--- src/sys1_pkg.sv ---
// ####################################################################
// shared types and constants for the system-1 rom download path and
// the player control formatting
// compile ahead of every design file and reference by scoped name
// ####################################################################

package sys1_pkg;

	// ####################################################################
	// widths
	// ####################################################################
	localparam int DL_AW     = 25;
	localparam int MAIN_AW   = 15;
	localparam int SND_AW    = 14;
	localparam int ROM0_AW   = 14;
	localparam int SLAP_AW   = 14;
	localparam int MAIN_DW   = 16;
	localparam int SND_DW    = 8;
	localparam int NUM_BANKS = 10;

	// download stream indexes
	localparam logic [7:0] ROM_INDEX  = 8'd0;
	localparam logic [7:0] TYPE_INDEX = 8'd1;

	// ####################################################################
	// region map
	// each region has a base and the count of top address bits compared
	// ####################################################################
	localparam logic [DL_AW-1:0] ROM0_BASE  = 25'h100000;
	localparam logic [DL_AW-1:0] ROM1_BASE  = 25'h110000;
	localparam logic [DL_AW-1:0] ROM2_BASE  = 25'h120000;
	localparam logic [DL_AW-1:0] ROM5_BASE  = 25'h150000;
	localparam logic [DL_AW-1:0] ROM6_BASE  = 25'h160000;
	localparam logic [DL_AW-1:0] ROM7_BASE  = 25'h170000;
	localparam logic [DL_AW-1:0] SLAP_BASE  = 25'h180000;
	localparam logic [DL_AW-1:0] SROM0_BASE = 25'h188000;
	localparam logic [DL_AW-1:0] SROM1_BASE = 25'h18C000;
	localparam logic [DL_AW-1:0] SROM2_BASE = 25'h190000;

	// 16k words
	localparam int HALF_PW = 10;
	// 32k words
	localparam int FULL_PW = 9;
	// 16k bytes
	localparam int SND_PW  = 11;

	// ps2 scan codes, extended codes carry bit 8
	localparam logic [8:0] KEY_UP    = 9'h175;
	localparam logic [8:0] KEY_DOWN  = 9'h172;
	localparam logic [8:0] KEY_LEFT  = 9'h16B;
	localparam logic [8:0] KEY_RIGHT = 9'h174;
	localparam logic [8:0] KEY_LCTRL = 9'h014;
	localparam logic [8:0] KEY_LALT  = 9'h011;
	localparam logic [8:0] KEY_5     = 9'h02E;
	localparam logic [8:0] KEY_6     = 9'h036;
	localparam logic [8:0] KEY_7     = 9'h03D;

	// cartridge slapstic types
	typedef enum logic [7:0] {
		GAME_MARBLE   = 8'd103,
		GAME_INDY     = 8'd105,
		GAME_PETERPAK = 8'd107,
		GAME_ROADRUN  = 8'd108,
		GAME_ROADB109 = 8'd109,
		GAME_ROADB110 = 8'd110
	} game_t;

	// strobe bit positions, no rom3 bank
	typedef enum logic [3:0] {
		BANK_ROM0, BANK_ROM1, BANK_ROM2, BANK_ROM5, BANK_ROM6,
		BANK_ROM7, BANK_SLAP, BANK_SROM0, BANK_SROM1, BANK_SROM2
	} bank_e;

	// ####################################################################
	// port structs
	// ####################################################################
	typedef struct packed {
		logic             valid;
		logic [DL_AW-1:0] addr;
		logic [7:0]       index;
		logic [7:0]       data;
	} dl_byte_t;

	typedef struct packed {
		logic [MAIN_AW-1:0]   addr;
		logic [MAIN_DW-1:0]   data;
		logic [NUM_BANKS-1:0] strb;
	} rom_wr_t;

	// selects and ma18 are active low as on the board
	typedef struct packed {
		logic [4:0]         rom_n;
		logic               ma18_n;
		logic [MAIN_AW-1:0] addr;
	} main_rd_t;

	typedef struct packed {
		logic [2:0]        srom_n;
		logic [SND_AW-1:0] addr;
	} snd_rd_t;

	typedef struct packed {
		logic       toggle;
		logic       pressed;
		logic [8:0] code;
	} key_evt_t;

	// dir is udlr, up in bit 3
	typedef struct packed {
		logic       coin;
		logic       button2;
		logic       button1;
		logic [3:0] dir;
	} pad_t;

endpackage

--- src/rom_loader.sv ---
// ####################################################################
// download stream front end
// pairs rom bytes into words, decodes the bank strobe and holds the
// cartridge type loaded from index 1
// ####################################################################
`timescale 1ns/1ps

module rom_loader (
	input  logic               clk_sys,
	input  logic               rst,
	input  sys1_pkg::dl_byte_t dl,
	output sys1_pkg::rom_wr_t  wr,
	output sys1_pkg::game_t    game
);
	import sys1_pkg::*;

	logic [7:0]           prev_byte;
	logic                 rom_beat;
	logic                 odd;
	logic                 snd_hit;
	logic [NUM_BANKS-1:0] strb;

	// compare the top pw address bits against the region base
	function automatic logic in_region(
		input logic [DL_AW-1:0] a,
		input logic [DL_AW-1:0] base,
		input int               pw
	);
		return (a >> (DL_AW - pw)) == (base >> (DL_AW - pw));
	endfunction

	assign rom_beat = dl.valid && (dl.index == ROM_INDEX);
	assign odd      = dl.addr[0];

	// even byte of a word is only remembered
	always_ff @(posedge clk_sys)
	begin
		if (rst)
			prev_byte <= '0;
		else if (rom_beat)
			prev_byte <= dl.data;
	end

	// ####################################################################
	// region decode
	// ####################################################################
	always_comb
	begin
		strb = '0;
		if (rom_beat)
		begin
			// word regions fire on the odd byte
			strb[BANK_ROM0]  = odd && in_region(dl.addr, ROM0_BASE, HALF_PW);
			strb[BANK_ROM1]  = odd && in_region(dl.addr, ROM1_BASE, FULL_PW);
			strb[BANK_ROM2]  = odd && in_region(dl.addr, ROM2_BASE, FULL_PW);
			strb[BANK_ROM5]  = odd && in_region(dl.addr, ROM5_BASE, FULL_PW);
			strb[BANK_ROM6]  = odd && in_region(dl.addr, ROM6_BASE, FULL_PW);
			strb[BANK_ROM7]  = odd && in_region(dl.addr, ROM7_BASE, FULL_PW);
			strb[BANK_SLAP]  = odd && in_region(dl.addr, SLAP_BASE, HALF_PW);
			// byte regions take every beat
			strb[BANK_SROM0] = in_region(dl.addr, SROM0_BASE, SND_PW);
			strb[BANK_SROM1] = in_region(dl.addr, SROM1_BASE, SND_PW);
			strb[BANK_SROM2] = in_region(dl.addr, SROM2_BASE, SND_PW);
		end
	end

	assign snd_hit = strb[BANK_SROM0] | strb[BANK_SROM1] | strb[BANK_SROM2];

	// sound banks see the byte address, main banks the word address
	assign wr = '{
		addr: snd_hit ? MAIN_AW'(dl.addr[SND_AW-1:0]) : dl.addr[MAIN_AW:1],
		data: snd_hit ? MAIN_DW'(dl.data) : {prev_byte, dl.data},
		strb: strb
	};

	// cartridge type, visible the cycle after the beat
	always_ff @(posedge clk_sys)
	begin
		if (rst)
			game <= GAME_INDY;
		else if (dl.valid && (dl.index == TYPE_INDEX))
			game <= game_t'(dl.data);
	end

endmodule

--- config.mk ---
export PLATFORM = sky130hd
export DESIGN_NAME = rom_loader
export DESIGN_NICKNAME = d
export VERILOG_FILES = /design/src/sys1_pkg.sv /design/src/rom_loader.sv
export SDC_FILE = /design/constraint.sdc
export NUM_CORES = 1
export LEC_CHECK = 0
export BUFFER_PORTS_ARGS = -buffer_cell sky130_fd_sc_hd__clkbuf_2
export CAP_MARGIN = 5
export CELL_PAD_IN_SITES_DETAIL_PLACEMENT = 0
export CELL_PAD_IN_SITES_GLOBAL_PLACEMENT = 2
export CORE_ASPECT_RATIO = 1.5
export CORE_MARGIN = 2
export CORE_UTILIZATION = 20
export CTS_BUF_LIST = sky130_fd_sc_hd__clkbuf_4 sky130_fd_sc_hd__clkbuf_8
export DETAILED_ROUTE_END_ITERATION = 16
export HOLD_SLACK_MARGIN = 0.05
export PLACE_DENSITY = 0.78
export SYNTH_ARGS = -nofsm -noshare
export SYNTH_HDL_FRONTEND = slang
export SYNTH_SLANG_ARGS = --single-unit
--- constraint.sdc ---
create_clock -name clk_sys -period 2.41 [get_ports clk_sys]
set_clock_uncertainty 0.05 [all_clocks]
set_input_delay 0.1205 -clock clk_sys [delete_from_list [all_inputs] [get_ports clk_sys]]
set_output_delay 0.1205 -clock clk_sys [all_outputs]
set_load 0.005 [all_outputs]
[After elaboration in Yosys (flattened, before gate mapping)]
Cells that the tools add are included.
Word-level totals
  register bits after elaboration: 16
  input bits: 44
  logic and storage cells: 28
Operators by class
  eq/ne operators: 11
  muxes and demuxes: 3
  bitwise logic cells: 2
  reduce and logical (&&, ||, !) cells: 10
Operators by type and width (count)
  $eq 9x5->1 const B: 5
  $eq 11x7->1 const B: 3
  $eq 10x6->1 const B: 2
  $mux 16: 1
  $mux 15: 1
  $mux 10: 1
  $logic_and 1x1->1: 9
  $eq 8x1->1 const B: 1
  $logic_not 8->1: 1
  $or 1x1->1: 2

[Longest topological paths before layout]
Gate-level depths: netlist of run 1.
  depth in word-level cells: 6
  depth in mapped cells: 5

[Worst setup path after synthesis of run 1]
Ideal clock, no wire load.
  path kind: input to output
  from: input dl[8] in the netlist's numbering
  to: output wr[27] in the netlist's numbering
  data arrival time: 1.896 ns
  slack: 0.343 ns
  stages on the path: 5
  path buffers: 1
  cells stage by stage: or3_4 > or4b_4 > nor4_4 > buf_6 > mux2_2
RTL lines
  start: declaration: line rom_loader.sv:11  | input sys1_pkg::dl_byte_t dl,
  end: declaration: line rom_loader.sv:12  | output sys1_pkg::rom_wr_t wr,

==> results of run 1 <==
-- metrics by stage --
step           hold WS, ns   power, W
6_report           0.08899  0.0006012
5_1_grt            0.09633  0.0006337
4_1_cts            0.08327  0.0006164
3_5_place_dp        0.3502  0.0003739
3_3_place_gp        0.3385  0.0003736
2_1_floorplan       0.2144  0.0003157
-- cells by family after synthesis --
group / count (synthesis) / synth area share, %
and+or+nand+nor: 55 / 31.25
muxes: 27 / 25.67
buffers and inverters: 19 / 10.38
DFF: 16 / 28.57
AOI/OAI and AO/OA: 5 / 4.129
-- synthesized netlist by cell type (2+ instances only) --
cell / count / share of area (%)
mux2_2: 14 / 14
buf_6: 2 / 2.0
nand2_1: 2 / 0.67
and4b_1: 4 / 3.6
clkbuf_1: 3 / 1.0
nor4_1: 2 / 1.1
buf_4: 8 / 5.4
nor3_1: 2 / 0.89
nand3b_1: 2 / 1.3
a211o_1: 4 / 3.1
buf_1: 2 / 0.67
mux2i_1: 13 / 12
inv_1: 4 / 1.3
nor2b_1: 10 / 5.6
dfxtp_1: 16 / 29
nor2_1: 20 / 6.7
-- worst max-delay path, delay by kind of cell --
kind / cells / cell delay (ns)
buffers and inverters: 2 / 0.28
AND/OR/NAND/NOR: 4 / 1.70
-- flip-flops by register name, indices dropped and copies added, names as in the netlist --
| register | cells |
|---|---|
| game | 8 |
| prev_byte | 8 |
-- layout make-up --
| type | count | area [um2] |
|---|---|---|
| multi-input combinational | 87 | 684.4 |
| inverter | 4 | 15.01 |
| timing repair buffer | 96 | 490.5 |
| tap | 70 | 87.58 |
| sequential | 16 | 320.3 |
| fill | 628 | 3797 |
| clock buffer | 4 | 55.05 |
-- final timing paths --
path	startpoint	endpoint	slack (ns)	cells after the start
setup / recovery	dl[8]	wr[7]	0.15	6
hold reg to reg	game[6]	game[6]	0.41	1
hold / removal	dl[2]	game[2]	0.09	3
setup reg to reg	game[0]	game[0]	1.70	1
-- metal layers --
metal  vias up  global-route usage, %
li1        599                      -
met1       516                  9.650
met2        60                  18.38
met3         4                  1.871
met4         0                  3.646
met5         -                      0
-- report_power, final --
group	switching, W	internal (W)	total (W)	leakage [nW]
sequential	0.000000183	0.000265	0.000265	0.129
clock	0.0000905	0.000145	0.000235	0.0288
combinational	0.0000455	0.0000553	0.000101	0.754
==> summary.txt, run 1 <==
Synth
  • FF+latch count, synth: 16
  • Syn_area_per_cell: 9.189 um2
  • Yosys warns: 0
  • Async S/R FF share, synth: 0%
  • Post-synth top flop: dfxtp_1
  • Mapped Cells: 122
  • Syn nets: 166
  • Library cells used by synthesis: 30
  • EDFF count, synth: 0
  • Post-Syn Area: 1121 um2
  • Sequential-to-total area share from yosys stat: 28.57%

Detailed routing
  • Vias per cell: 4.256
  • Detailed Route WL: 3037 um
  • DRC: 0
  • Routed wl met3: 318 um
  • DR pass1 iterations: 2
  • Routed length on met1: 1087 um
  • Met2 WL post-DR: 1593 um
  • Final antenna-violating net count: 0
  • Max Used Layer: met4
  • Avg WL per Cell: 10.96 um
  • DRT iter0 DRCs: 35
  • Vias: 1,179

Status
  • Status: finished, final reports clean

Clocking
  • CTS buffer count: 3
  • CTS tree: built
  • Root buffer cell: clkbuf_8
  • Clock sink count: 16
  • Post-CTS Setup Repair Bufs: 0
  • Hold_buf cts: 0
  • CTS max path bufs: 2
  • Worst-path clk slew: 0.06 ns
  • Skew-Pair Late Insertion Delay: 0.25 ns
  • Post-cts repair resize count: 0
  • Htree depth: 1

Timing
  • Worst slew pin tran: 0.5453 ns
  • Setup-failing EPs final: 0
  • PnR worst setup slack: 0.1521 ns
  • Crit path time final: 2.258 ns
  • Final Hold Viols: 0
  • Final worst path period share: 93.69%
  • Sum Neg Setup Slack: 0 ns
  • RSZ-0062 raised after global routing: false
  • Maximum clock rate: 0.4429 GHz
  • Pins Over Slew Limit: 0
  • Slew HR: 63.54%

Final layout
  • Final #Nets: 252
  • Area Overhead vs Synth: 47.43%
  • Fin cells: 277
  • Final Cell Area: 1653 um2
  • Most common cell after layout, fill and taps aside: clkbuf_2
  • Layout cell share with drive strength beyond 1: 57.97%
  • Fin util: 30.33%
  • Most frequent cells in the layout: clkbuf_2 (92), nor2_1 (20), dfxtp_1 (16), mux2_2 (14), mux2i_1 (13)
  • Antenna fix cells: 0

Pwr
  • Maximum VDD drop: 0.0003281 V
  • LEAKAGE: 0.9113 nW
  • Pwr per Cell Area: 363.7 nW/um2

Critical path
  • Worst Path Arrival: 2.09 ns
  • Worst Path Max Fanout: 4
  • Worst EP required: 2.24 ns
  • CP startpoint kind: input pin
  • Cell seen most often among critical-path stages: clkbuf_2
  • Crit path kind: input pin to output port
  • Crit path max-delay cell type: or4b_4
  • CP endpoint kind: output port
  • Worst path max stage delay: 0.52 ns
  • CP Cell Sequence: clkbuf_2, or3_4, or4b_4, or3_2, nor4b_1, clkbuf_2

Floorplan
  • Core box area: 5450 um2
  • IO Pins: 93
  • Cell row count: 33
  • Die area: 6233 um2
  • Die Ht: 95.70 um
  • Initial core utilization: 20.57%
  • Die Width: 65.13 um

Global routing
  • GR Util All Layers: 9.401%
  • First-pass GRT wire length: 4698 um
  • GR Overflow Total: 0
  • Vias in the first global route: 1,097
  • Pin count of the biggest net entering global routing: 17
  • Initial antenna violation count: 0

Placed design
  • Worst slack, placed: 0.1469 ns
  • IO Port Bufs: 92
  • Placed insts: 273
  • Post-DP Area: 1598 um2
  • HPWL after DPL: 2590 um
  • Routability cong.: 0.6740

Hold path
  • Hold WC Path Type: input pin to flip-flop

Run
  • Maxcap violations: 0
Note: power is estimated with default switching activity, not from simulation.
==> inputs of run 2 (changes only) <==
==> config.mk (replaced) <==
export PLATFORM = sky130hd
export DESIGN_NAME = rom_loader
export DESIGN_NICKNAME = d
export VERILOG_FILES = /design/src/sys1_pkg.sv /design/src/rom_loader.sv
export SDC_FILE = /design/constraint.sdc
export NUM_CORES = 1
export LEC_CHECK = 0
export BUFFER_PORTS_ARGS = -buffer_cell sky130_fd_sc_hd__clkbuf_2
export CORE_ASPECT_RATIO = 1.5
export CORE_MARGIN = 2
export CORE_UTILIZATION = 30
export CTS_BUF_LIST = sky130_fd_sc_hd__clkbuf_4 sky130_fd_sc_hd__clkbuf_8
export DETAILED_ROUTE_END_ITERATION = 16
export HOLD_SLACK_MARGIN = 0.05
export PLACE_DENSITY = 0.62
export SYNTH_ARGS = -nofsm -noshare
export SYNTH_HDL_FRONTEND = slang
export SYNTH_SLANG_ARGS = --single-unit
==> run 2 against run 1 <==
  * Clock power is 18% lower
  * Sequential share of layout area is 0.51 points higher
  * Via count is 2.1% lower
  * Worst setup slack worse by 0.031 ns
  * Critical endpoint is now wr[29]
  * Critical path depth is 1 higher
  * Non-clock buffer count is 1 lower
  * Power is 6.8% lower
  * Largest cell class unchanged
==> summary.txt, run 2 (same netlist as run 1, synthesis figures left out) <==
Clocking
  • Skew-Pair Late Insertion Delay: 0.24 ns (about the same)
  • CTS max path bufs: 2 (unchanged)
  • Htree depth: 1 (unchanged)
  • Post-CTS Setup Repair Bufs: 0 (unchanged)
  • Clock sink count: 16 (unchanged)
  • CTS tree: built
  • Hold_buf cts: 0 (unchanged)
  • Worst-path clk slew: 0.06 ns (about the same)
  • CTS buffer count: 3 (unchanged)
  • Post-cts repair resize count: 0 (unchanged)
  • Root buffer cell: clkbuf_8

Timing
  • Final worst path period share: 94.96% (+1.3 points)
  • Worst slew pin tran: 0.5185 ns (-0.02678 ns)
  • PnR worst setup slack: 0.1214 ns (-0.03074 ns)
  • Slew HR: 65.33% (+1.8 points)
  • RSZ-0062 raised after global routing: false
  • Final Hold Viols: 0 (unchanged)
  • Pins Over Slew Limit: 0 (unchanged)
  • Hold Slack: 0.09045 ns (+0.001467 ns)
  • Maximum clock rate: 0.4370 GHz (-1.3%)
  • Setup-failing EPs final: 0 (unchanged)
  • Crit path time final: 2.289 ns (+0.03074 ns)
  • Sum Neg Setup Slack: 0 ns (unchanged)

Final layout
  • Regs by FF count: game (8), prev_byte (8)
  • Fillers: 371 (-41%)
  • Final #Nets: 251 (-0.40%)
  • Most common cell after layout, fill and taps aside: clkbuf_2
  • Area occupied by multi-input gates: 684.4 um2 (unchanged)
  • Most frequent cells in the layout: clkbuf_2 (92), nor2_1 (20), dfxtp_1 (16), mux2_2 (14), mux2i_1 (13)
  • Register area: 320.3 um2 (unchanged)
  • Layout cell share with drive strength beyond 1: 57.56% (-0.41 points)
  • Antenna fix cells: 0 (unchanged)
  • Area Overhead vs Synth: 43.64%

Placed design
  • Routability cong.: 0.6785 (+0.67%)
  • HPWL after DPL: 2410 um (-6.9%)
  • IO Port Bufs: 92 (unchanged)
  • Worst slack, placed: 0.1122 ns (-0.03473 ns)

Critical path
  • Levels on crit path: 7 (+1)
  • Crit path kind: input pin to output port
  • Crit path max-delay cell type: or4b_4
  • Critical path origin: dl[8]
  • R2r endpoint: game[0]
  • Flop2flop setup slack: 1.70 ns (about the same)
  • Cell seen most often among critical-path stages: clkbuf_2
  • Worst Setup EP: wr[29]
  • Worst EP required: 2.24 ns (about the same)
  • CP endpoint kind: output port
  • Worst Path Max Fanout: 22 (+18)
  • FF-to-FF path depth: 1 (unchanged)
  • Worst path max stage delay: 0.52 ns (about the same)
  • CP top delay family: simple AND/OR/NAND/NOR gates
  • CP Cell Sequence: clkbuf_2, or3_4, or4b_4, nor4_4, buf_12, mux2_2, clkbuf_2
  • WP buf/inv: 3 (+1)
  • Worst Path Arrival: 2.12 ns (+0.03 ns)
  • Worst r2r src: game[0]
  • CP startpoint kind: input pin

Floorplan
  • IO Pins: 93 (unchanged)
  • Die Width: 53.91 um (-17%)
  • Die area: 4252 um2 (-32%)
  • Initial core utilization: 31.01% (+10 points)
  • Cell row count: 27 (-18%)
  • Core box area: 3615 um2 (-34%)
  • Die Ht: 78.87 um (-18%)

Global routing
  • Initial antenna violation count: 0 (unchanged)
  • GR Util All Layers: 13.12% (+3.7 points)
  • GR Overflow Total: 0 (unchanged)
  • First-pass GRT wire length: 4381 um (-6.7%)
  • Vias in the first global route: 1,029 (-6.2%)
  • Pin count of the biggest net entering global routing: 23 (+6)

Detailed routing
  • Vias per cell: 4.653 (+9.3%)
  • Final antenna-violating net count: 0 (unchanged)
  • Avg WL per Cell: 11.46 um (+4.5%)
  • DRC: 0 (unchanged)
  • DRT iter0 DRCs: 17 (-51%)
  • Detailed Route WL: 2841 um (-6.5%)
  • DR pass1 iterations: 4 (+2)
  • Vias: 1,154 (-2.1%)

Pwr
  • Pwr per Cell Area: 348.0 nW/um2 (-4.3%)
  • Maximum VDD drop: 0.0003635 V (+11%)
  • LEAKAGE: 0.9012 nW (-1.1%)

Run
  • Maxcap violations: 0 (unchanged)

Status
  • Status: finished, final reports clean

Hold path
  • Hold WC Path Type: input pin to flip-flop
-- run 2: how the worst min path moves through the flow --
stage | start | end | slack (ns) | depth (start not counted)
floorplan | dl[1] | game[1] | 0.21 | 2
global placement | dl[4] | prev_byte[4] | 0.34 | 3
detailed placement | dl[7] | game[7] | 0.34 | 3
CTS | dl[4] | game[4] | 0.09 | 3
global route | dl[4] | prev_byte[4] | 0.1 | 3
finish | dl[4] | game[4] | 0.09 | 3
-- run 2: through the flow --
step	util (%)	power, W	area, um2	instances
final	44.55	0.0005603	1610	248
after global routing	44.55	0.0005887	1610	248
after CTS	44.55	0.0005695	1610	248
after detailed placement	43.41	0.0003744	1569	245
after global placement	43.41	0.0003738	1569	245
after floorplan	-	0.0003157	1121	122
-- run 2: area by class of cell --
type | instances | area share [%]
clock buffers | 3 | 2.564
inverters | 4 | 0.9324
multi-input cells | 87 | 42.50
flip-flops and latches | 16 | 19.89
well taps | 43 | 3.341
repair buffers | 95 | 30.77
-- run 2: report_power, final --
group / leakage (nW) / switching, W / internal (W)
clock: 0.0216 / 0.0000824 / 0.000111
sequential: 0.129 / 0.000000186 / 0.000265
combinational: 0.751 / 0.0000464 / 0.0000558
-- run 2: metal layers --
layer / up-vias / global-route usage [%] / routed length, um
met1: 513 / 14.78 / 1132
met2: 45 / 24.51 / 1475
met5: - / 0 / 0
met3: 0 / 1.880 / 233
li1: 596 / - / -
met4: 0 / 3.077 / 0
==> inputs of run 3 (changes only) <==
--- a/config.mk
+++ b/config.mk
@@ -5,6 +5,7 @@
 export SDC_FILE = /design/constraint.sdc
 export NUM_CORES = 1
 export LEC_CHECK = 0
+export ABC_AREA = 1
 export BUFFER_PORTS_ARGS = -buffer_cell sky130_fd_sc_hd__clkbuf_2
 export CORE_ASPECT_RATIO = 1.5
 export CORE_MARGIN = 2
@@ -12,7 +13,7 @@
 export CTS_BUF_LIST = sky130_fd_sc_hd__clkbuf_4 sky130_fd_sc_hd__clkbuf_8
 export DETAILED_ROUTE_END_ITERATION = 16
 export HOLD_SLACK_MARGIN = 0.05
-export PLACE_DENSITY = 0.62
+export PLACE_DENSITY = 0.59
 export SYNTH_ARGS = -nofsm -noshare
 export SYNTH_HDL_FRONTEND = slang
 export SYNTH_SLANG_ARGS = --single-unit
==> run 3 against run 2 <==
  * Synthesized area rose by 14%
  * Sequential power barely moved
  * Register-to-register slack better by 0.04 ns
  * Non-clock buffer count down 3
  * Clock-buffer cell count stayed put
  * Synthesized cell count is 71% higher
  * Die area is 13% higher
  * Power up 3.3%
  * Worst hold slack got worse by 0.030 ns
  * Cell count grew 35%
  * Routed wire length increased by 28%
  * Critical endpoint unchanged
  * Largest cell class unchanged
  * Highest routed layer is now met4
==> summary.txt, run 3 <==
Status
  • Status: finished, final reports clean

Global routing
  • Pin count of the biggest net entering global routing: 24 (+4.3%)
  • First-pass GRT wire length: 6127 um (+40%)
  • Initial antenna violation count: 0 (unchanged)
  • GR Util All Layers: 15.31% (+2.2 points)
  • GR Overflow Total: 0 (unchanged)
  • Vias in the first global route: 1,492 (+45%)

Clocking
  • CTS tree: built
  • Root buffer cell: clkbuf_8
  • Post-CTS Setup Repair Bufs: 0 (unchanged)
  • Worst-path clk slew: 0.06 ns (about the same)
  • Post-cts repair resize count: 0 (unchanged)
  • CTS buffer count: 3 (unchanged)
  • CTS max path bufs: 2 (unchanged)
  • Hold_buf cts: 0 (unchanged)
  • Skew-Pair Late Insertion Delay: 0.24 ns (about the same)
  • Clock sink count: 16 (unchanged)
  • Htree depth: 1 (unchanged)

Final layout
  • Area Overhead vs Synth: 35.32%
  • Final Cell Area: 1735 um2 (+7.8%)
  • Area occupied by multi-input gates: 747.0 um2 (+9.1%)
  • Layout cell share with drive strength beyond 1: 39.10% (-18 points)
  • Fin cells: 335 (+35%)
  • Register area: 320.3 um2 (unchanged)
  • Fillers: 459 (+24%)
  • Final #Nets: 335 (+33%)
  • Most common cell after layout, fill and taps aside: clkbuf_2
  • Most frequent cells in the layout: clkbuf_2 (92), nand2_1 (46), nor2_1 (35), inv_1 (27), nand4_1 (17)
  • Antenna fix cells: 0 (unchanged)
  • Fin util: 41.59% (-3.0 points)
  • Regs by FF count: game (8), prev_byte (8)

Synth
  • Async S/R FF share, synth: 0% (unchanged)
  • Sequential-to-total area share from yosys stat: 24.98% (-3.6 points)
  • Yosys warns: 0 (unchanged)
  • Count leader, synth: nand2_1
  • Most area-consuming cells after synthesis: dfxtp_1 (25%), nand2_1 (13%), nor2_1 (10%), nand4_1 (8.3%), inv_1 (7.9%)
  • Syn nets: 253 (+52%)
  • Post-Syn Area: 1282 um2 (+14%)
  • FF+latch count, synth: 16 (unchanged)
  • Yosys top cell area share: 24.98% (-3.6 points)
  • Syn_area_per_cell: 6.136 um2 (-33%)
  • EDFF count, synth: 0 (unchanged)
  • Mapped Cells: 209 (+71%)
  • Synth cell count leaders: nand2_1 (46), nor2_1 (35), inv_1 (27)
  • Library cells used by synthesis: 24 (-20%)
  • Top cell type by total area after synthesis: dfxtp_1
  • Post-synth top flop: dfxtp_1

Timing
  • PnR worst setup slack: 0.7576 ns (+0.6362 ns)
  • Setup-failing EPs final: 0 (unchanged)
  • Final Hold Viols: 0 (unchanged)
  • Crit path time final: 1.652 ns (-0.6362 ns)
  • RSZ-0062 raised after global routing: false
  • Sum Neg Setup Slack: 0 ns (unchanged)
  • Maximum clock rate: 0.6052 GHz (+39%)
  • Pins Over Slew Limit: 0 (unchanged)
  • Final worst path period share: 68.56% (-26 points)
  • Slew HR: 68.79% (+3.5 points)
  • Worst slew pin tran: 0.4656 ns (-0.05286 ns)

Floorplan
  • Initial core utilization: 30.73% (-0.28 points)
  • IO Pins: 93 (unchanged)
  • Die Width: 57.39 um (+6.4%)
  • Cell row count: 29 (+7.4%)
  • Die area: 4825 um2 (+13%)
  • Core box area: 4173 um2 (+15%)
  • Die Ht: 84.08 um (+6.6%)

Detailed routing
  • DRT iter0 DRCs: 89 (+72)
  • DR pass1 iterations: 4 (unchanged)
  • Final antenna-violating net count: 0 (unchanged)
  • Detailed Route WL: 3631 um (+28%)
  • Avg WL per Cell: 10.84 um (-5.4%)
  • Vias per cell: 4.779 (+2.7%)
  • Vias: 1,601 (+39%)
  • DRC: 0 (unchanged)

Pwr
  • Pwr per Cell Area: 333.7 nW/um2 (-4.1%)
  • LEAKAGE: 0.9445 nW (+4.8%)
  • Maximum VDD drop: 0.0002992 V (-18%)

Run
  • Maxcap violations: 0 (unchanged)

Hold path
  • Hold WC Path Type: input pin to flip-flop

Placed design
  • IO Port Bufs: 92 (unchanged)
  • Routability cong.: 0.8752 (+29%)
  • Worst slack, placed: 0.7561 ns (+0.6439 ns)
  • Placed insts: 332 (+36%)
  • HPWL after DPL: 3049 um (+27%)
  • Post-DP Area: 1694 um2 (+8.0%)

Critical path
  • CP startpoint kind: input pin
  • Worst EP required: 2.24 ns (about the same)
  • Worst Path Arrival: 1.48 ns (-0.64 ns)
  • Worst Path Max Fanout: 23 (+4.5%)
  • CP endpoint kind: output port
  • Crit path kind: input pin to output port
run 3: critical path, cell delays in order:
cell and delay (ns):
clkbuf_2 0.09, nor3_2 0.28, inv_2 0.09, nor2_1 0.13
nand2_2 0.20, nand3_4 0.30, nand2_1 0.08, nand2_1 0.08
clkbuf_2 0.11
run 3: routing by layer:
layer	wire (um)	vias up	track usage, %
li1	-	828	-
met1	1422	703	17.79
met2	1835	68	27.07
met3	346	2	3.101
met4	27	0	5.074
met5	0	-	0
run 3: per-stage QoR:
step | hold WS (ns) | total power [W]
2_1_floorplan | 0.1837 | 0.0003301
3_3_place_gp | 0.3078 | 0.0003948
3_5_place_dp | 0.3120 | 0.0003949
4_1_cts | 0.05862 | 0.0005872
5_1_grt | 0.08777 | 0.0006137
6_report | 0.06054 | 0.0005790
run 3: cell type report:
cell class	count	area share, %
Multi-Input combinational cell	149	43.04
Timing Repair Buffer	92	26.53
Sequential cell	16	18.46
Inverter	29	6.273
Tap cell	46	3.317
Clock buffer	3	2.379
run 3: path summary, 6_finish.rpt:
path                  end  depth (start not counted)  slack (ns)         start
max reg2reg  prev_byte[0]                          2        1.74  prev_byte[0]
min reg2reg  prev_byte[4]                          2        0.40  prev_byte[4]
max                wr[29]                          9        0.76        dl[39]
min               game[3]                          3        0.06         dl[3]
run 3: kinds of logic after synthesis:
group,Yosys count,synth area share [%]
flip-flops,16,24.98
buffers and inverters,44,16.78
AO/OA/AOI/OAI,22,8.879
AND/OR/NAND/NOR,127,49.37
run 3: where the power goes:
group | total, W | leakage [nW] | internal (W) | switching, W
Sequential | 0.000265 | 0.129 | 0.000265 | 0.000000232
Clock | 0.000190 | 0.0216 | 0.000110 | 0.0000799
Combinational | 0.000123 | 0.794 | 0.0000560 | 0.0000674
Total | 0.000579 | 0.945 | 0.000432 | 0.000148
