===== src/sys1_pkg.sv =====
// ####################################################################
// shared types and constants for the system-1 rom download path and
// the player control formatting
// compile ahead of every design file and reference by scoped name
// ####################################################################

package sys1_pkg;

	// ####################################################################
	// widths
	// ####################################################################
	localparam int DL_AW     = 25;
	localparam int MAIN_AW   = 15;
	localparam int SND_AW    = 14;
	localparam int ROM0_AW   = 14;
	localparam int SLAP_AW   = 14;
	localparam int MAIN_DW   = 16;
	localparam int SND_DW    = 8;
	localparam int NUM_BANKS = 10;

	// download stream indexes
	localparam logic [7:0] ROM_INDEX  = 8'd0;
	localparam logic [7:0] TYPE_INDEX = 8'd1;

	// ####################################################################
	// region map
	// each region has a base and the count of top address bits compared
	// ####################################################################
	localparam logic [DL_AW-1:0] ROM0_BASE  = 25'h100000;
	localparam logic [DL_AW-1:0] ROM1_BASE  = 25'h110000;
	localparam logic [DL_AW-1:0] ROM2_BASE  = 25'h120000;
	localparam logic [DL_AW-1:0] ROM5_BASE  = 25'h150000;
	localparam logic [DL_AW-1:0] ROM6_BASE  = 25'h160000;
	localparam logic [DL_AW-1:0] ROM7_BASE  = 25'h170000;
	localparam logic [DL_AW-1:0] SLAP_BASE  = 25'h180000;
	localparam logic [DL_AW-1:0] SROM0_BASE = 25'h188000;
	localparam logic [DL_AW-1:0] SROM1_BASE = 25'h18C000;
	localparam logic [DL_AW-1:0] SROM2_BASE = 25'h190000;

	// 16k words
	localparam int HALF_PW = 10;
	// 32k words
	localparam int FULL_PW = 9;
	// 16k bytes
	localparam int SND_PW  = 11;

	// ps2 scan codes, extended codes carry bit 8
	localparam logic [8:0] KEY_UP    = 9'h175;
	localparam logic [8:0] KEY_DOWN  = 9'h172;
	localparam logic [8:0] KEY_LEFT  = 9'h16B;
	localparam logic [8:0] KEY_RIGHT = 9'h174;
	localparam logic [8:0] KEY_LCTRL = 9'h014;
	localparam logic [8:0] KEY_LALT  = 9'h011;
	localparam logic [8:0] KEY_5     = 9'h02E;
	localparam logic [8:0] KEY_6     = 9'h036;
	localparam logic [8:0] KEY_7     = 9'h03D;

	// cartridge slapstic types
	typedef enum logic [7:0] {
		GAME_MARBLE   = 8'd103,
		GAME_INDY     = 8'd105,
		GAME_PETERPAK = 8'd107,
		GAME_ROADRUN  = 8'd108,
		GAME_ROADB109 = 8'd109,
		GAME_ROADB110 = 8'd110
	} game_t;

	// strobe bit positions, no rom3 bank
	typedef enum logic [3:0] {
		BANK_ROM0, BANK_ROM1, BANK_ROM2, BANK_ROM5, BANK_ROM6,
		BANK_ROM7, BANK_SLAP, BANK_SROM0, BANK_SROM1, BANK_SROM2
	} bank_e;

	// ####################################################################
	// port structs
	// ####################################################################
	typedef struct packed {
		logic             valid;
		logic [DL_AW-1:0] addr;
		logic [7:0]       index;
		logic [7:0]       data;
	} dl_byte_t;

	typedef struct packed {
		logic [MAIN_AW-1:0]   addr;
		logic [MAIN_DW-1:0]   data;
		logic [NUM_BANKS-1:0] strb;
	} rom_wr_t;

	// selects and ma18 are active low as on the board
	typedef struct packed {
		logic [4:0]         rom_n;
		logic               ma18_n;
		logic [MAIN_AW-1:0] addr;
	} main_rd_t;

	typedef struct packed {
		logic [2:0]        srom_n;
		logic [SND_AW-1:0] addr;
	} snd_rd_t;

	typedef struct packed {
		logic       toggle;
		logic       pressed;
		logic [8:0] code;
	} key_evt_t;

	// dir is udlr, up in bit 3
	typedef struct packed {
		logic       coin;
		logic       button2;
		logic       button1;
		logic [3:0] dir;
	} pad_t;

endpackage


===== src/control_mapper.sv =====
// ####################################################################
// player control formatting
// keyboard events are held as key bits and merged with pad1 into the
// joystick, switch and coin bytes, laid out per cartridge type
// ####################################################################
`timescale 1ns/1ps

module control_mapper (
	input  logic               clk_sys,
	input  logic               rst,
	input  sys1_pkg::key_evt_t key,
	input  sys1_pkg::pad_t     pad1,
	input  sys1_pkg::game_t    game,
	output logic [7:0]         joy,
	output logic [7:0]         switches,
	output logic [2:0]         coin_n
);
	import sys1_pkg::*;

	logic       tog_q;
	// udlr, up in bit 3
	logic [3:0] kbd_dir;
	logic       kbd_start;
	logic       kbd_jump;
	logic       coin_l;
	logic       coin_r;
	logic       coin_aux;
	logic [3:0] dir;
	logic       jump;
	logic       start;

	// ####################################################################
	// key event capture
	// ####################################################################
	always_ff @(posedge clk_sys)
	begin
		if (rst)
		begin
			tog_q     <= 1'b0;
			kbd_dir   <= '0;
			kbd_start <= 1'b0;
			kbd_jump  <= 1'b0;
			coin_l    <= 1'b0;
			coin_r    <= 1'b0;
			coin_aux  <= 1'b0;
		end
		else
		begin
			tog_q <= key.toggle;
			// new event only when the toggle flips
			if (key.toggle != tog_q)
			begin
				case (key.code)
					KEY_UP:    kbd_dir[3] <= key.pressed;
					KEY_DOWN:  kbd_dir[2] <= key.pressed;
					KEY_LEFT:  kbd_dir[1] <= key.pressed;
					KEY_RIGHT: kbd_dir[0] <= key.pressed;
					// start doubles as whip
					KEY_LCTRL: kbd_start  <= key.pressed;
					KEY_LALT:  kbd_jump   <= key.pressed;
					KEY_5:     coin_l     <= key.pressed;
					KEY_6:     coin_r     <= key.pressed;
					KEY_7:     coin_aux   <= key.pressed;
					default:   ;
				endcase
			end
		end
	end

	// keyboard and pad merged
	assign dir   = kbd_dir | pad1.dir;
	assign jump  = kbd_jump | pad1.button1;
	assign start = kbd_start | pad1.button2;

	// ####################################################################
	// board bytes
	// ####################################################################
	always_comb
	begin
		// indy reads the stick one bit up
		if (game == GAME_INDY)
			joy = {3'b000, dir, 1'b0};
		else
			joy = {4'b0000, dir};
	end

	// sw5 down to sw1 in bits 4:0, active low
	always_comb
	begin
		if (game == GAME_PETERPAK)
			switches = {3'b000, 2'b11, ~jump, 1'b1, ~start};
		else
			switches = {3'b000, 3'b111, ~jump, ~start};
	end

	// aux, right, left
	assign coin_n = {~coin_aux, ~coin_r, ~(coin_l | pad1.coin)};

endmodule


===== config.mk =====
export PLATFORM = sky130hd
export DESIGN_NAME = control_mapper
export DESIGN_NICKNAME = d
export VERILOG_FILES = /design/src/sys1_pkg.sv /design/src/control_mapper.sv
export SDC_FILE = /design/constraint.sdc
export NUM_CORES = 1
export LEC_CHECK = 0
export ABC_AREA = 1
export BUFFER_PORTS_ARGS = -buffer_cell sky130_fd_sc_hd__buf_2
export CAP_MARGIN = 20
export CORE_UTILIZATION = 48
export CTS_BUF_LIST = sky130_fd_sc_hd__clkbuf_4
export DETAILED_ROUTE_END_ITERATION = 8
export PLACE_DENSITY_LB_ADDON = 0.08
export SLEW_MARGIN = 20
export SYNTH_ARGS = -nofsm -noshare
export SYNTH_HDL_FRONTEND = slang
export SYNTH_SLANG_ARGS = --single-unit

===== constraint.sdc =====
create_clock -name clk_sys -period 1.7 [get_ports clk_sys]
set_input_delay 0.085 -clock clk_sys [delete_from_list [all_inputs] [get_ports clk_sys]]
set_output_delay 0.085 -clock clk_sys [all_outputs]
set_load 0.02 [all_outputs]

**Word-level counts from Yosys, hierarchy flattened**

Cells that the tools add are included.

- Bitwise gates (word level): 9
- Reductions and logical operators: 9
- Muxes and demuxes: 2
- Equal/unequal tests: 12

Operators by type and width:

| kind | number |
|---|---|
| $eq A9 B9 Y1 const B | 4 |
| $eq A9 B6 Y1 const B | 3 |
| $eq A9 B5 Y1 const B | 2 |
| $reduce_and A2 Y1 | 9 |
| $eq A8 B7 Y1 const B | 2 |
| $mux W5 | 1 |
| $not A1 Y1 | 5 |
| $or A4 B4 Y4 | 1 |
| $mux W3 | 1 |
| $or A1 B1 Y1 | 3 |
| $ne A1 B1 Y1 | 1 |

- Bits of input ports: 28
- Word-level logic and storage cells: 42
- Output and inout port bits: 19
- Register bits after elaboration: 10

**Depth between registers and ports, before layout**

Gate-level depths: netlist (run 1).

- Depth in word-level cells: 3
- Mapped depth: 7
- Mapped depth without buffers: 7

**Least setup slack after synthesis (run 1)**

No wires, ideal clock.

- Path kind: input-to-output
- Start: input port game[0]
- End: output port joy[1]
- Slack: 0.688 ns
- Buffers on the path: 0
- Data required time: 1.615 ns
- Arrival time: 0.927 ns
- Stages on the path: 4
- Path through: inv_1 -> nor3_2 -> nand2_2 -> o21ai_0

- Longest elaborated chain between the ends: 2

Ends and longest elaborated chain:

| element | line | text |
|---|---|---|
| start, declared | control_mapper.sv:13 | `input sys1_pkg::game_t game,` |
| $eq A8 B7 Y1 | control_mapper.sv:81 | `if (game == GAME_INDY)` |
| $mux W5 | control_mapper.sv:81 |  |
| end, declared | control_mapper.sv:14 | `output logic [7:0] joy,` |

No other way between the ends.

**Worst setup path after layout (run 1)**

- Start: register kbd_jump
- End: output port switches[2]

- Longest elaborated chain between the ends: 3

Ends and longest elaborated chain:

| element | line | text |
|---|---|---|
| start, declared | control_mapper.sv:24 | `logic kbd_jump;` |
| start signal, assigned | control_mapper.sv:60 | `KEY_LALT: kbd_jump <= key.pressed;` |
| $or A1 B1 Y1 | control_mapper.sv:72 | `assign jump = kbd_jump \| pad1.button1;` |
| $not A1 Y1 | control_mapper.sv:91 | `switches = {3'b000, 2'b11, ~jump, 1'b1, ~start};` |
| $mux W3 | control_mapper.sv:90 | `if (game == GAME_PETERPAK)` |
| end, declared | control_mapper.sv:15 | `output logic [7:0] switches,` |

No other way between the ends.

==> results by stage, run 1 <==
Outcome:
- The flow ran to the end, and the final reports show no timing, DRC or antenna violations.

Layout:
- The antenna diode instance count is 0.
- The share of cells above drive strength 1 is 31.8%.
- The number of fillers in the final layout is 162.
- Compared with the post-synthesis result, the final layout area differs by 25.7%.
- For this run, the post-layout net count is 205.

Timing:
- Summed over all failing endpoints, the final setup total negative slack is 0 ns.
- The clock period could shrink to 1.20 ns.
- The total setup violations reported at the end of the flow is 0.
- The count of endpoints failing hold in the final timing report is 0.
- For this run, the top clock speed supported by timing is 0.830 GHz.
- The worst-case clock skew is 0.00153 ns.
- Setup slack on the critical path of the routed design comes to 0.495 ns.
- Setup repair after global routing left no endpoint under its margin.
- The final max-slew violation count is 0.
- The portion of the clock cycle consumed by the worst path in the final layout is 70.9%.

Yosys:
- In the synthesized netlist the async set-or-reset flop fraction comes to 0%.
- Of the synthesized area, sequential elements account for 24.6%.
- By count the netlist is led by sky130_fd_sc_hd__nor2_1 (31), sky130_fd_sc_hd__nand2_1 (22), sky130_fd_sc_hd__nand3_1 (16).
- In the synthesized netlist the dominant register cell turns out to be sky130_fd_sc_hd__dfxtp_1.
- The distinct cell type count of the synthesized netlist is 21.
- The cell taking the most area after synthesis is sky130_fd_sc_hd__dfxtp_1.
- After technology mapping, the gate count stands at 135.
- The synthesized area per cell is 6.03 um^2.
- In this run, synthesis produced a sequential element count of 10.
- The most common cell in the synthesized netlist is sky130_fd_sc_hd__nor2_1.
- In the post-synthesis netlist, the biggest area contributors are sky130_fd_sc_hd__dfxtp_1 (25%), sky130_fd_sc_hd__nor2_1 (14%), sky130_fd_sc_hd__nand2_1 (10%).
- During synthesis, Yosys emitted a total of 0 warnings.
- The synthesized netlist occupies a cell area of 815 um^2.
- The proportion of netlist area held by the largest area contributor is 24.6%.
- In this run, synthesis inferred 0 flip-flops with an integrated enable.

Route:
- The total routed wirelength is 1.84 mm.
- The detailed-router iteration count before antenna repair is 4.
- The detailed-route via count is 957.
- In the routed design, unresolved DRC markers number 0.
- The average wire length per cell after detail routing is 9.60 um.
- In this run the remaining antenna-violating nets after routing total 0.
- The number of DRC violations after detailed-routing iteration 0 is 31.
- The average vias per placed instance is 4.98.

Job:
- The tool flagged a number of max-cap violations equal to 0.

Setup path:
- The startpoint type of the worst setup path is a register.
- The required time of the critical path is 1.62 ns.
- The count of cells along the worst register-to-register path is 7.
- The critical path is of the reg2out type.
- The element type at the critical path end is an output port.
- STA puts the critical path data arrival time at 1.12 ns.
- In this run the worst path has a maximum fanout of 2.

Clock tree:
- The H-tree depth is 1.
- The insertion delay to the later sink of the worst-skew pair is 0.27 ns.
- The clock drives 10 sinks.
- After clock tree synthesis, the clock-pin slew on the worst setup and hold paths is 0.07 ns.
- The number of buffers on the longest clock path is 2.
- The total clock buffers created by CTS is 3.
- The CTS tree is yes.
- CTS placed an instance of sky130_fd_sc_hd__clkbuf_4 at the clock tree root.

Floorplan:
- The floorplan has 14 rows.
- The boundary pin count is 47.
- From bottom edge to top edge, the die measures 43.2 um.
- The horizontal die dimension is 43.2 um.
- The floorplan step defined a die boundary enclosing 1870 um^2.
- For this configuration, the core starts out at a cell density of 52.8%.
- The core region area is 1540 um^2.

Pwr:
- The switching power of the nets is 0.186 mW.
- Net switching is 33.3% of the power.
- The worst-case IR drop observed on VDD is 0.499 mV.
- The cell area power density is 545 nW/um^2.
- The relative contribution of sequential cells to total power is 42.4%.
- Internal power comes to 0.372 mW.
- Combinational cells account for 27.0% of the total power.
- The relative contribution of the clock network to total power is 30.7%.
- The analysis attributes to cell leakage a power of 0.509 nW.

Worst hold path:
- The worst hold path was traced through 3 stages.
- The worst hold path belongs to the class in2reg.

Placed design:
- The routability congestion estimate is 0.846.
- The number of port buffers is 38.
- Before CTS, the worst setup slack after placement is 0.685 ns.
- The HPWL after detailed placement is 1.53 mm.

Global route:
- The initial antenna violation count came to 0.
- In the global route stage, overall resource usage came out at 21.9%.
- The pin count of the biggest net entering global routing is 10.
- For this run the aggregate overflow at the end of global routing stands at 0.
- The via count of the first global-routing pass is 766.
- The first global-routing pass estimated 3.07 mm of wire.
-- critical path, stage by stage, from the launching register on --
cell and delay (ns):
sky130_fd_sc_hd__dfxtp_1 0.31, sky130_fd_sc_hd__or2_2 0.30, sky130_fd_sc_hd__nand4_1 0.09, sky130_fd_sc_hd__buf_2 0.16
-- flip-flops by register name (all words and copies together), names as in the netlist --
name and cells:
coin_l 1, kbd_start 1, coin_aux 1, coin_r 1
tog_q 1, kbd_dir 4, kbd_jump 1
-- metal layers --
layer / GRT usage (%) / wire length, um / vias to the layer above
li1: - / - / 497
met1: 27.8 / 820 / 414
met2: 35.2 / 846 / 44
met3: 7.66 / 161 / 2
met4: 5.45 / 14 / 0
met5: 0 / 0 / -
-- area by class of cell --
cell class	instances	area (um^2)	share of cell area (%)
clock buffers	3	22.5	2.20
clock inverters	1	3.75	0.367
inverters	16	60.1	5.87
multi-input cells	107	517	50.5
flip-flops and latches	10	200	19.6
well taps	16	20.0	1.96
repair buffers	39	200	19.6
-- cells in the final DEF (no fill, tap or decap), types with 5 or more instances in the layout --
master	instances
sky130_fd_sc_hd__conb_1	8
sky130_fd_sc_hd__nand3_1	16
sky130_fd_sc_hd__inv_1	11
sky130_fd_sc_hd__buf_2	38
sky130_fd_sc_hd__nand2_1	22
sky130_fd_sc_hd__a21oi_1	10
sky130_fd_sc_hd__nor2_1	31
sky130_fd_sc_hd__dfxtp_1	10
sky130_fd_sc_hd__o21ai_0	5
-- per-stage QoR --
stage	hold WS (ns)	cells	total power [mW]	instance area, um^2	utilization (%)
floorplan	0.157	141	0.343	837	-
finish	0.0578	192	0.558	1020	66.4
CTS	0.0497	192	0.566	1020	66.4
global route	0.0608	192	0.598	1020	66.4
detailed placement	0.268	187	0.390	987	64.0
global placement	0.264	187	0.386	987	64.0
-- what timing repair did --
item | 4_1_cts | 5_1_grt
buffers inserted | 0 | 0
hold endpoints to repair | 1 | 0
gates resized for setup | 0 | 0
hold buffers | 1 | 0
-- power groups by stage --
stage / registers (mW) / logic, mW / clock network, mW
floorplan: 0.242 / 0.101 / 0
global placement: 0.242 / 0.144 / 0
detailed placement: 0.242 / 0.148 / 0
CTS: 0.236 / 0.150 / 0.180
global route: 0.237 / 0.166 / 0.196
finish: 0.236 / 0.151 / 0.171
-- cells by family after synthesis --
| kind of cell | Yosys count | synth area share (%) |
|---|---|---|
| buffers and inverters | 24 | 14.7 |
| flip-flops | 10 | 24.6 |
| AND/OR/NAND/NOR | 83 | 49.9 |
| AO/OA/AOI/OAI | 16 | 9.83 |
| other | 2 | 0.922 |
-- worst paths after layout --
path	from	end	slack (ns)
max reg2reg	tog_q	kbd_dir[1]	0.68
min	key[10]	tog_q	0.06
max	kbd_jump	switches[2]	0.50
min reg2reg	coin_aux	coin_aux	0.49
Power figures use the tool's default switching activity.
==> run 2: changes to the inputs <==
CORE_UTILIZATION = 40   (was 48)
clock period = 1.1 ns   (was 1.7 ns; I/O delays follow)
==> run 2 against run 1 <==
  * Sequential share of layout area decreased by 0.48 points
  * Largest cell class unchanged
  * Final cell count increased by 4.7%
  * Non-clock buffer count unchanged
  * Flip-flop and latch count unchanged
  * Combinational power increased by 58%
  * Worst setup slack got worse by 0.49 ns
==> results by stage, run 2 (synthesized netlist as in run 1, its figures left out) <==
Global route:
- The global-route wire length before repair came to 2.73 mm (-11%).
- The pin count of the biggest net entering global routing is 10 (unchanged).
- The total overflow reported by the global router is 0 (unchanged).
- The initial antenna violation count came to 0 (unchanged).
- The via count of the first global-routing pass is 713 (-6.9%).
- The total routing resource utilization after global routing is 17.9% (-4.0 points).

Route:
- The detailed-route via count came to 939 (-1.9%).
- The total routed wirelength came to 1.85 mm (+0.11%).
- The number of DRC violations after detailed-routing iteration 0 is 15 (-52%).
- The detailed-router iteration count before antenna repair came to 4 (unchanged).
- The post-route antenna net violation count is 0 (unchanged).
- The average wire length per cell after detail routing is 9.18 um (-4.4%).
- The count of unresolved DRC violations after routing is 0 (unchanged).
- The average vias per placed instance came to 4.67 (-6.3%).

Clock tree:
- The insertion delay to the later sink of the worst-skew pair came to 0.28 ns (about the same).
- The H-tree depth is 1 (unchanged).
- The cell sitting at the root of the clock tree is a sky130_fd_sc_hd__clkbuf_4.
- The CTS tree is yes.
- The clock slew seen by the registers of the worst setup and hold paths is 0.07 ns (about the same).
- The number of buffers on the longest clock path is 2 (unchanged).
- The number of sinks handled by clock tree synthesis is 10 (unchanged).
- The total clock buffers created by CTS was 3 (unchanged).

Timing:
- The clock period minus final worst setup slack is 1.09 ns.
- Derived from the worst setup path, the maximum achievable clock frequency is 0.915 GHz.
- The count of endpoints failing hold in the final timing report was 0 (unchanged).
- The final hold slack is 0.0219 ns (-0.0359 ns).
- The total setup violations reported at the end of the flow was 0 (unchanged).
- The final-layout setup total negative slack is 0 ns (unchanged).
- The worst-case clock skew is 0.00537 ns (+0.00384 ns).
- Setup repair after global routing could not meet its margin everywhere.
- The portion of the clock cycle consumed by the worst path in the final layout is 99.4%.
- The final max-slew violation count came to 0 (unchanged).

Layout:
- The post-layout instance count excluding filler cells was 201 (+4.7%).
- The share of cells above drive strength 1 came to 32.4% (+0.57 points).
- The utilization after layout is 58.0% (-8.4 points).
- The flip-flop count of the largest register, all copies and words added was 4 (unchanged).
- The area growth from synthesis to layout is 29.6%.
- The layout net count is 205 (unchanged).
- The most common library cell in the layout ignoring fill and taps is sky130_fd_sc_hd__buf_2.
- The library cells used most frequently in the layout, excluding fill and tap cells, are sky130_fd_sc_hd__buf_2 (34), sky130_fd_sc_hd__nor2_1 (31), sky130_fd_sc_hd__nand2_1 (22), sky130_fd_sc_hd__nand3_1 (16), sky130_fd_sc_hd__inv_1 (11).
- More flip-flops sit in one register than any other, and that register is kbd_dir.
- The number of fillers in the final layout was 210 (+30%).
- The antenna diode instance count is 0 (unchanged).

Setup path:
- The stage delay of the slowest cell on the critical path came to 0.32 ns (about the same).
- The kind of cell with the highest combined delay on the critical path is flip-flops.
- Walking the worst path, the cells encountered are or2_4 > nand4_1 > buf_6.
- The count of cells along the worst register-to-register path is 7 (unchanged).
- The critical path data arrival time was 1.04 ns (-0.08 ns).
- The worst setup path is captured at an output port.
- The worst setup path is launched from a register.
- The critical path depth is 3 (unchanged).
- The required time of the critical path is 1.04 ns (-0.58 ns).
- The type of the setup path with the least slack is reg2out.
- The maximum fanout encountered on the critical timing path was 2 (unchanged).
- The combined buffer and inverter count along the critical path is 1 (unchanged).
- For this design, the slowest cell found on the critical path is sky130_fd_sc_hd__dfxtp_2.

Floorplan:
- The initial core utilization is 44.7% (-8.1 points).
- The number of cell rows came to 15 (+1).
- The core region area came to 1820 um^2 (+18%).
- The total die area is 2220 um^2 (+19%).
- The height of the die came to 47.1 um (+9.1%).
- The horizontal die dimension is 47.1 um (+9.1%).
- The boundary pin count is 47 (unchanged).

Placed design:
- The routability congestion estimate came to 0.838 (-0.97%).
- The total placed cells including tap cells is 196 (+4.8%).
- The sum of net half-perimeters after detailed placement is 1.54 mm (+0.85%).
- The number of port buffers is 38 (unchanged).

Worst hold path:
- The hold path depth is 3 (unchanged).
- The path class of the lowest-slack min-delay path is in2reg.

Pwr:
- The relative contribution of the clock network to total power is 31.5% (+0.8 points).
- The relative contribution of sequential cells to total power is 41.4% (-1.0 points).
- The total power draw is 0.881 mW (+58%).
- The switching fraction of total power was 33.9% (+0.64 points).
- The internal power is 0.582 mW (+56%).
- The combinational fraction of design power is 27.1% (about the same).
- The total leakage power is 0.518 nW (+1.7%).
- The cell area power density was 834 nW/um^2 (+53%).
- The switching power of the nets was 0.299 mW (+61%).
- The maximum ir drop on the vdd rail was 0.748 mV (+50%).

Job:
- The number of violations of the max-capacitance limit is 0 (unchanged).

Outcome:
- The flow ran to the end, and the final reports show no timing, DRC or antenna violations.
==> run 2: changes by cell type in the layout (fill, tap and decap cells not counted) <==
cell,delta
sky130_fd_sc_hd__buf_2,-4
sky130_fd_sc_hd__buf_4,+2
sky130_fd_sc_hd__buf_6,+2
sky130_fd_sc_hd__dfxtp_1,-1
sky130_fd_sc_hd__dfxtp_2,+1
sky130_fd_sc_hd__o21ai_0,-5
sky130_fd_sc_hd__o21ai_1,+5
sky130_fd_sc_hd__or2_2,-1
sky130_fd_sc_hd__or2_4,+1
==> run 2: path summary, 6_finish.rpt <==
path,slack [ns],start,endpoint
setup / recovery,0.007,kbd_jump,switches[2]
hold / removal,0.02,key[10],tog_q
setup reg to reg,0.11,tog_q,kbd_dir[0]
hold reg to reg,0.48,kbd_jump,kbd_jump
==> run 2: stage by stage <==
step                      worst slack (ns)  instance area, um^2
final                              0.00692                 1060
after global routing               -0.0604                 1060
after CTS                          -0.0111                 1040
after detailed placement             0.114                  998
after global placement               0.138                  998
after floorplan                      0.148                  837
==> run 2: area by class of cell <==
type / count / area [um^2] / area share [%]
Inverter: 16 / 60.1 / 5.69
Multi-Input combinational cell: 107 / 519 / 49.2
Clock inverter: 1 / 3.75 / 0.355
Sequential cell: 10 / 201 / 19.1
Clock buffer: 3 / 22.5 / 2.13
Tap cell: 25 / 31.3 / 2.96
Timing Repair Buffer: 39 / 218 / 20.6
==> run 2: power groups by stage <==
stage	sequential [mW]	clock, mW	combinational [mW]
2_1_floorplan	0.373	0	0.156
3_3_place_gp	0.374	0	0.224
3_5_place_dp	0.374	0	0.228
4_1_cts	0.365	0.286	0.233
5_1_grt	0.365	0.311	0.264
6_report	0.365	0.277	0.239
==> run 2: routing by layer <==
| metal | global-route usage [%] | vias to the layer above | share of wire (%) |
|---|---|---|---|
| met2 | 29.4 | 34 | 48 |
| met3 | 5.77 | 3 | 6.4 |
| met4 | 5.14 | 0 | 1.0 |
| li1 | - | 499 | - |
| met1 | 22.4 | 403 | 44 |
| met5 | 0 | - | 0 |
==> run 2: what timing repair did <==
action                                  CTS  global route
endpoints found under the hold margin     1             0
hold buffers                              1             0
buffers inserted                          0             0
endpoints found under the setup margin    2             5
resized for setup                         3            10
pin swaps                                 2             0
==> run 2: worst register-to-register path, stage by stage, from the launching register on <==
cell                      delay, ns
sky130_fd_sc_hd__dfxtp_1       0.32
sky130_fd_sc_hd__inv_1         0.05
sky130_fd_sc_hd__nand2_2       0.06
sky130_fd_sc_hd__nand2_4       0.09
sky130_fd_sc_hd__nor2_4        0.17
sky130_fd_sc_hd__nand3_1       0.09
sky130_fd_sc_hd__nand2_1       0.07
sky130_fd_sc_hd__nor2_1        0.04
==> run 3: changes to the inputs <==
CORE_ASPECT_RATIO = 0.8   (was default)
==> run 3 against run 2 <==
  * Non-clock buffer count is the same
  * Critical path type unchanged
  * Register-to-register slack worse by 0.02 ns
  * Via count shrank 0.32%
  * Highest routed layer unchanged
  * Combinational power barely moved
  * Core utilization decreased by 2.8 points
  * First-iteration DRC count stayed put
  * Maximum frequency up 0.36%
==> results by stage, run 3 (synthesized netlist as in run 1, its figures left out) <==
Outcome:
- The flow ran to the end, and the final reports show no timing, DRC or antenna violations.

Pwr:
- The maximum ir drop on the vdd rail is 0.487 mV (-35%).
- The relative contribution of the clock network to total power is 29.7% (-1.8 points).
- The switching fraction of total power is 33.2% (-0.76 points).
- The relative contribution of sequential cells to total power came to 42.4% (+1.0 points).
- The internal power came to 0.575 mW (-1.1%).
- The total leakage power came to 0.513 nW (-1.0%).
- The switching power of the nets is 0.286 mW (-4.5%).
- The cell area power density was 825 nW/um^2 (-1.1%).
- The total power draw is 0.861 mW (-2.3%).
- The combinational fraction of design power is 27.8% (+0.7 points).

Placed design:
- The sum of net half-perimeters after detailed placement came to 1.57 mm (+2.2%).
- The routability congestion estimate is 0.799 (-4.7%).
- The total placed cells including tap cells was 195 (-0.51%).
- The number of port buffers is 38 (unchanged).

Floorplan:
- The total die area is 2220 um^2 (about the same).
- The boundary pin count was 47 (unchanged).
- The number of cell rows is 14 (-1).
- The initial core utilization is 43.1% (-1.7 points).
- The height of the die is 42.4 um (-10%).
- The core region area is 1890 um^2 (+3.9%).
- The horizontal die dimension was 52.5 um (+11%).

Job:
- The number of violations of the max-capacitance limit came to 0 (unchanged).

Global route:
- The global-route wire length before repair is 3.30 mm (+21%).
- The via count of the first global-routing pass was 802 (+12%).
- The total overflow reported by the global router is 0 (unchanged).
- The global routing met2 resource utilization is 28.9% (-0.58 points).
- The global-route layer with the greatest usage is met2.
- The total routing resource utilization after global routing is 20.2% (+2.3 points).
- The routing usage on met3 is 6.52% (+0.75 points).
- The global routing met1 resource utilization was 28.4% (+6.0 points).
- The pin count of the biggest net entering global routing is 10 (unchanged).
- The initial antenna violation count is 0 (unchanged).

Timing:
- The total setup violations reported at the end of the flow is 0 (unchanged).
- The worst-case clock skew is 0.00305 ns (-0.00232 ns).
- The peak clock frequency supported by timing was 0.918 GHz (+0.36%).
- Setup repair after global routing could not meet its margin everywhere.
- The clock period minus final worst setup slack came to 1.09 ns (-0.00388 ns).
- The final max-slew violation count is 0 (unchanged).
- The count of endpoints failing hold in the final timing report is 0 (unchanged).
- The final-layout setup total negative slack is 0 ns (unchanged).
- The portion of the clock cycle consumed by the worst path in the final layout came to 99.0% (-0.35 points).

Setup path:
- The worst setup path is captured at an output port.
- Walking the worst path, the cells encountered are or2_4 > nand4_1 > buf_4.
- The timing endpoint of the critical path is switches[2].
- The most critical setup path has its startpoint at kbd_jump.
- The setup path with the least slack is of type reg2out.
- The critical path depth is 3 (unchanged).
- The stage delay of the slowest cell on the critical path was 0.32 ns (about the same).
- In this run the critical register-to-register path is captured at kbd_dir[1].
- The setup slack on the worst flop-to-flop path came to 0.09 ns (-0.02 ns).
- The required time of the critical path is 1.04 ns (about the same).
- The startpoint of the worst register-to-register path is tog_q.
- The startpoint type of the worst setup path is a register.
- The kind of cell with the highest combined delay along the critical path is flip-flops.
- The combined buffer and inverter count along the critical path is 1 (unchanged).
- The count of cells along the worst register-to-register path is 7 (unchanged).
- The maximum fanout encountered on the critical timing path was 2 (unchanged).
- The critical path data arrival time is 1.03 ns (about the same).
- The library cell contributing the largest single delay on the critical path is sky130_fd_sc_hd__dfxtp_2.

Layout:
- The library cells used most frequently in the layout, excluding fill and tap cells, are sky130_fd_sc_hd__buf_2 (36), sky130_fd_sc_hd__nor2_1 (31), sky130_fd_sc_hd__nand2_1 (22), sky130_fd_sc_hd__nand3_1 (16), sky130_fd_sc_hd__inv_1 (11).
- The flip-flop count of the largest register, all copies and words added is 4 (unchanged).
- The layout net count is 205 (unchanged).
- Leaving out fill and tap cells, the most frequent cell in the layout is sky130_fd_sc_hd__buf_2.
- The post-layout instance count excluding filler cells is 199 (-1.0%).
- The area growth from synthesis to layout is 28.1%.
- The register with the highest flop count is kbd_dir.
- The share of cells above drive strength 1 is 33.1% (+0.76 points).
- The antenna diode instance count is 0 (unchanged).

Route:
- The post-route antenna net violation count is 0 (unchanged).
- The number of DRC violations after detailed-routing iteration 0 is 15 (unchanged).
- The detailed-route via count is 936 (-0.32%).
- The detailed-router iteration count before antenna repair is 4 (unchanged).
- The average vias per placed instance was 4.70 (+0.68%).
- The total routed wirelength was 1.93 mm (+4.6%).
- The count of unresolved DRC violations after routing was 0 (unchanged).
- The average wire length per cell after detail routing is 9.69 um (+5.6%).

Clock tree:
- The number of setup buffers added after CTS is 0 (unchanged).
- The root cell of the clock tree is sky130_fd_sc_hd__clkbuf_4.
- The total clock buffers created by CTS is 3 (unchanged).
- The insertion delay to the later sink of the worst-skew pair came to 0.27 ns (about the same).
- The number of sinks handled by clock tree synthesis came to 10 (unchanged).
- The clock slew seen by the registers of the worst setup and hold paths is 0.06 ns (about the same).
- The number of buffers on the longest clock path was 2 (unchanged).
- TritonCTS built the clock tree.
- The H-tree depth was 1 (unchanged).

Worst hold path:
- The hold path depth is 3 (unchanged).
- The min-delay analysis places its worst path in the category in2reg.
==> run 3: changes by cell type in the layout (fill, tap and decap cells not counted), sizes merged <==
cell and delta:
clkinv -1
==> run 3: cell type report <==
cell class                      count  area [um^2]
Fill cell                         199          848
Multi-Input combinational cell    107          519
Timing Repair Buffer               39          209
Sequential cell                    10          203
Inverter                           16         60.1
Tap cell                           24         30.0
Clock buffer                        3         22.5
==> run 3: worst min-delay path, stage by stage <==
cell and delay, ns:
sky130_fd_sc_hd__buf_2 0.11, sky130_fd_sc_hd__inv_2 0.05, sky130_fd_sc_hd__nor2_1 0.04
==> run 3: how the worst min path moves through the flow <==
stage | endpoint | slack (ns) | startpoint
6_report | tog_q | 0.02 | key[10]
5_1_grt | tog_q | 0.05 | key[10]
4_1_cts | tog_q | 0.02 | key[10]
3_5_place_dp | tog_q | 0.24 | rst
3_3_place_gp | tog_q | 0.23 | rst
2_1_floorplan | tog_q | 0.13 | rst
==> run 3: per-stage QoR <==
step | utilization [%] | setup slack [ns] | cell area [um^2] | hold WS, ns
final | 55.2 | 0.0108 | 1040 | 0.0249
after global routing | 55.2 | -0.0425 | 1040 | 0.0516
after CTS | 54.8 | 0.000270 | 1040 | 0.0192
after detailed placement | 52.7 | 0.109 | 997 | 0.238
after global placement | 52.7 | 0.132 | 997 | 0.230
after floorplan | - | 0.148 | 837 | 0.127
==> run 3: timing repair <==
action                                  4_1_cts  5_1_grt
endpoints found under the setup margin        2        6
resized for setup                             3        8
pin swaps                                     2        1
endpoints found under the hold margin         1        0
hold buffers                                  1        0
==> run 3: per-layer routing <==
metal  share of wire [%]  vias up
li1                    -      493
met1                  51      409
met2                  42       29
met3                 5.8        5
met4                 1.3        0
met5                   0        -
==> run 3: power groups by stage <==
stage	sequential, mW	combinational, mW	clock [mW]
6_report	0.365	0.240	0.256
2_1_floorplan	0.373	0.156	0
5_1_grt	0.365	0.266	0.284
3_5_place_dp	0.374	0.229	0
4_1_cts	0.365	0.234	0.261
3_3_place_gp	0.374	0.225	0
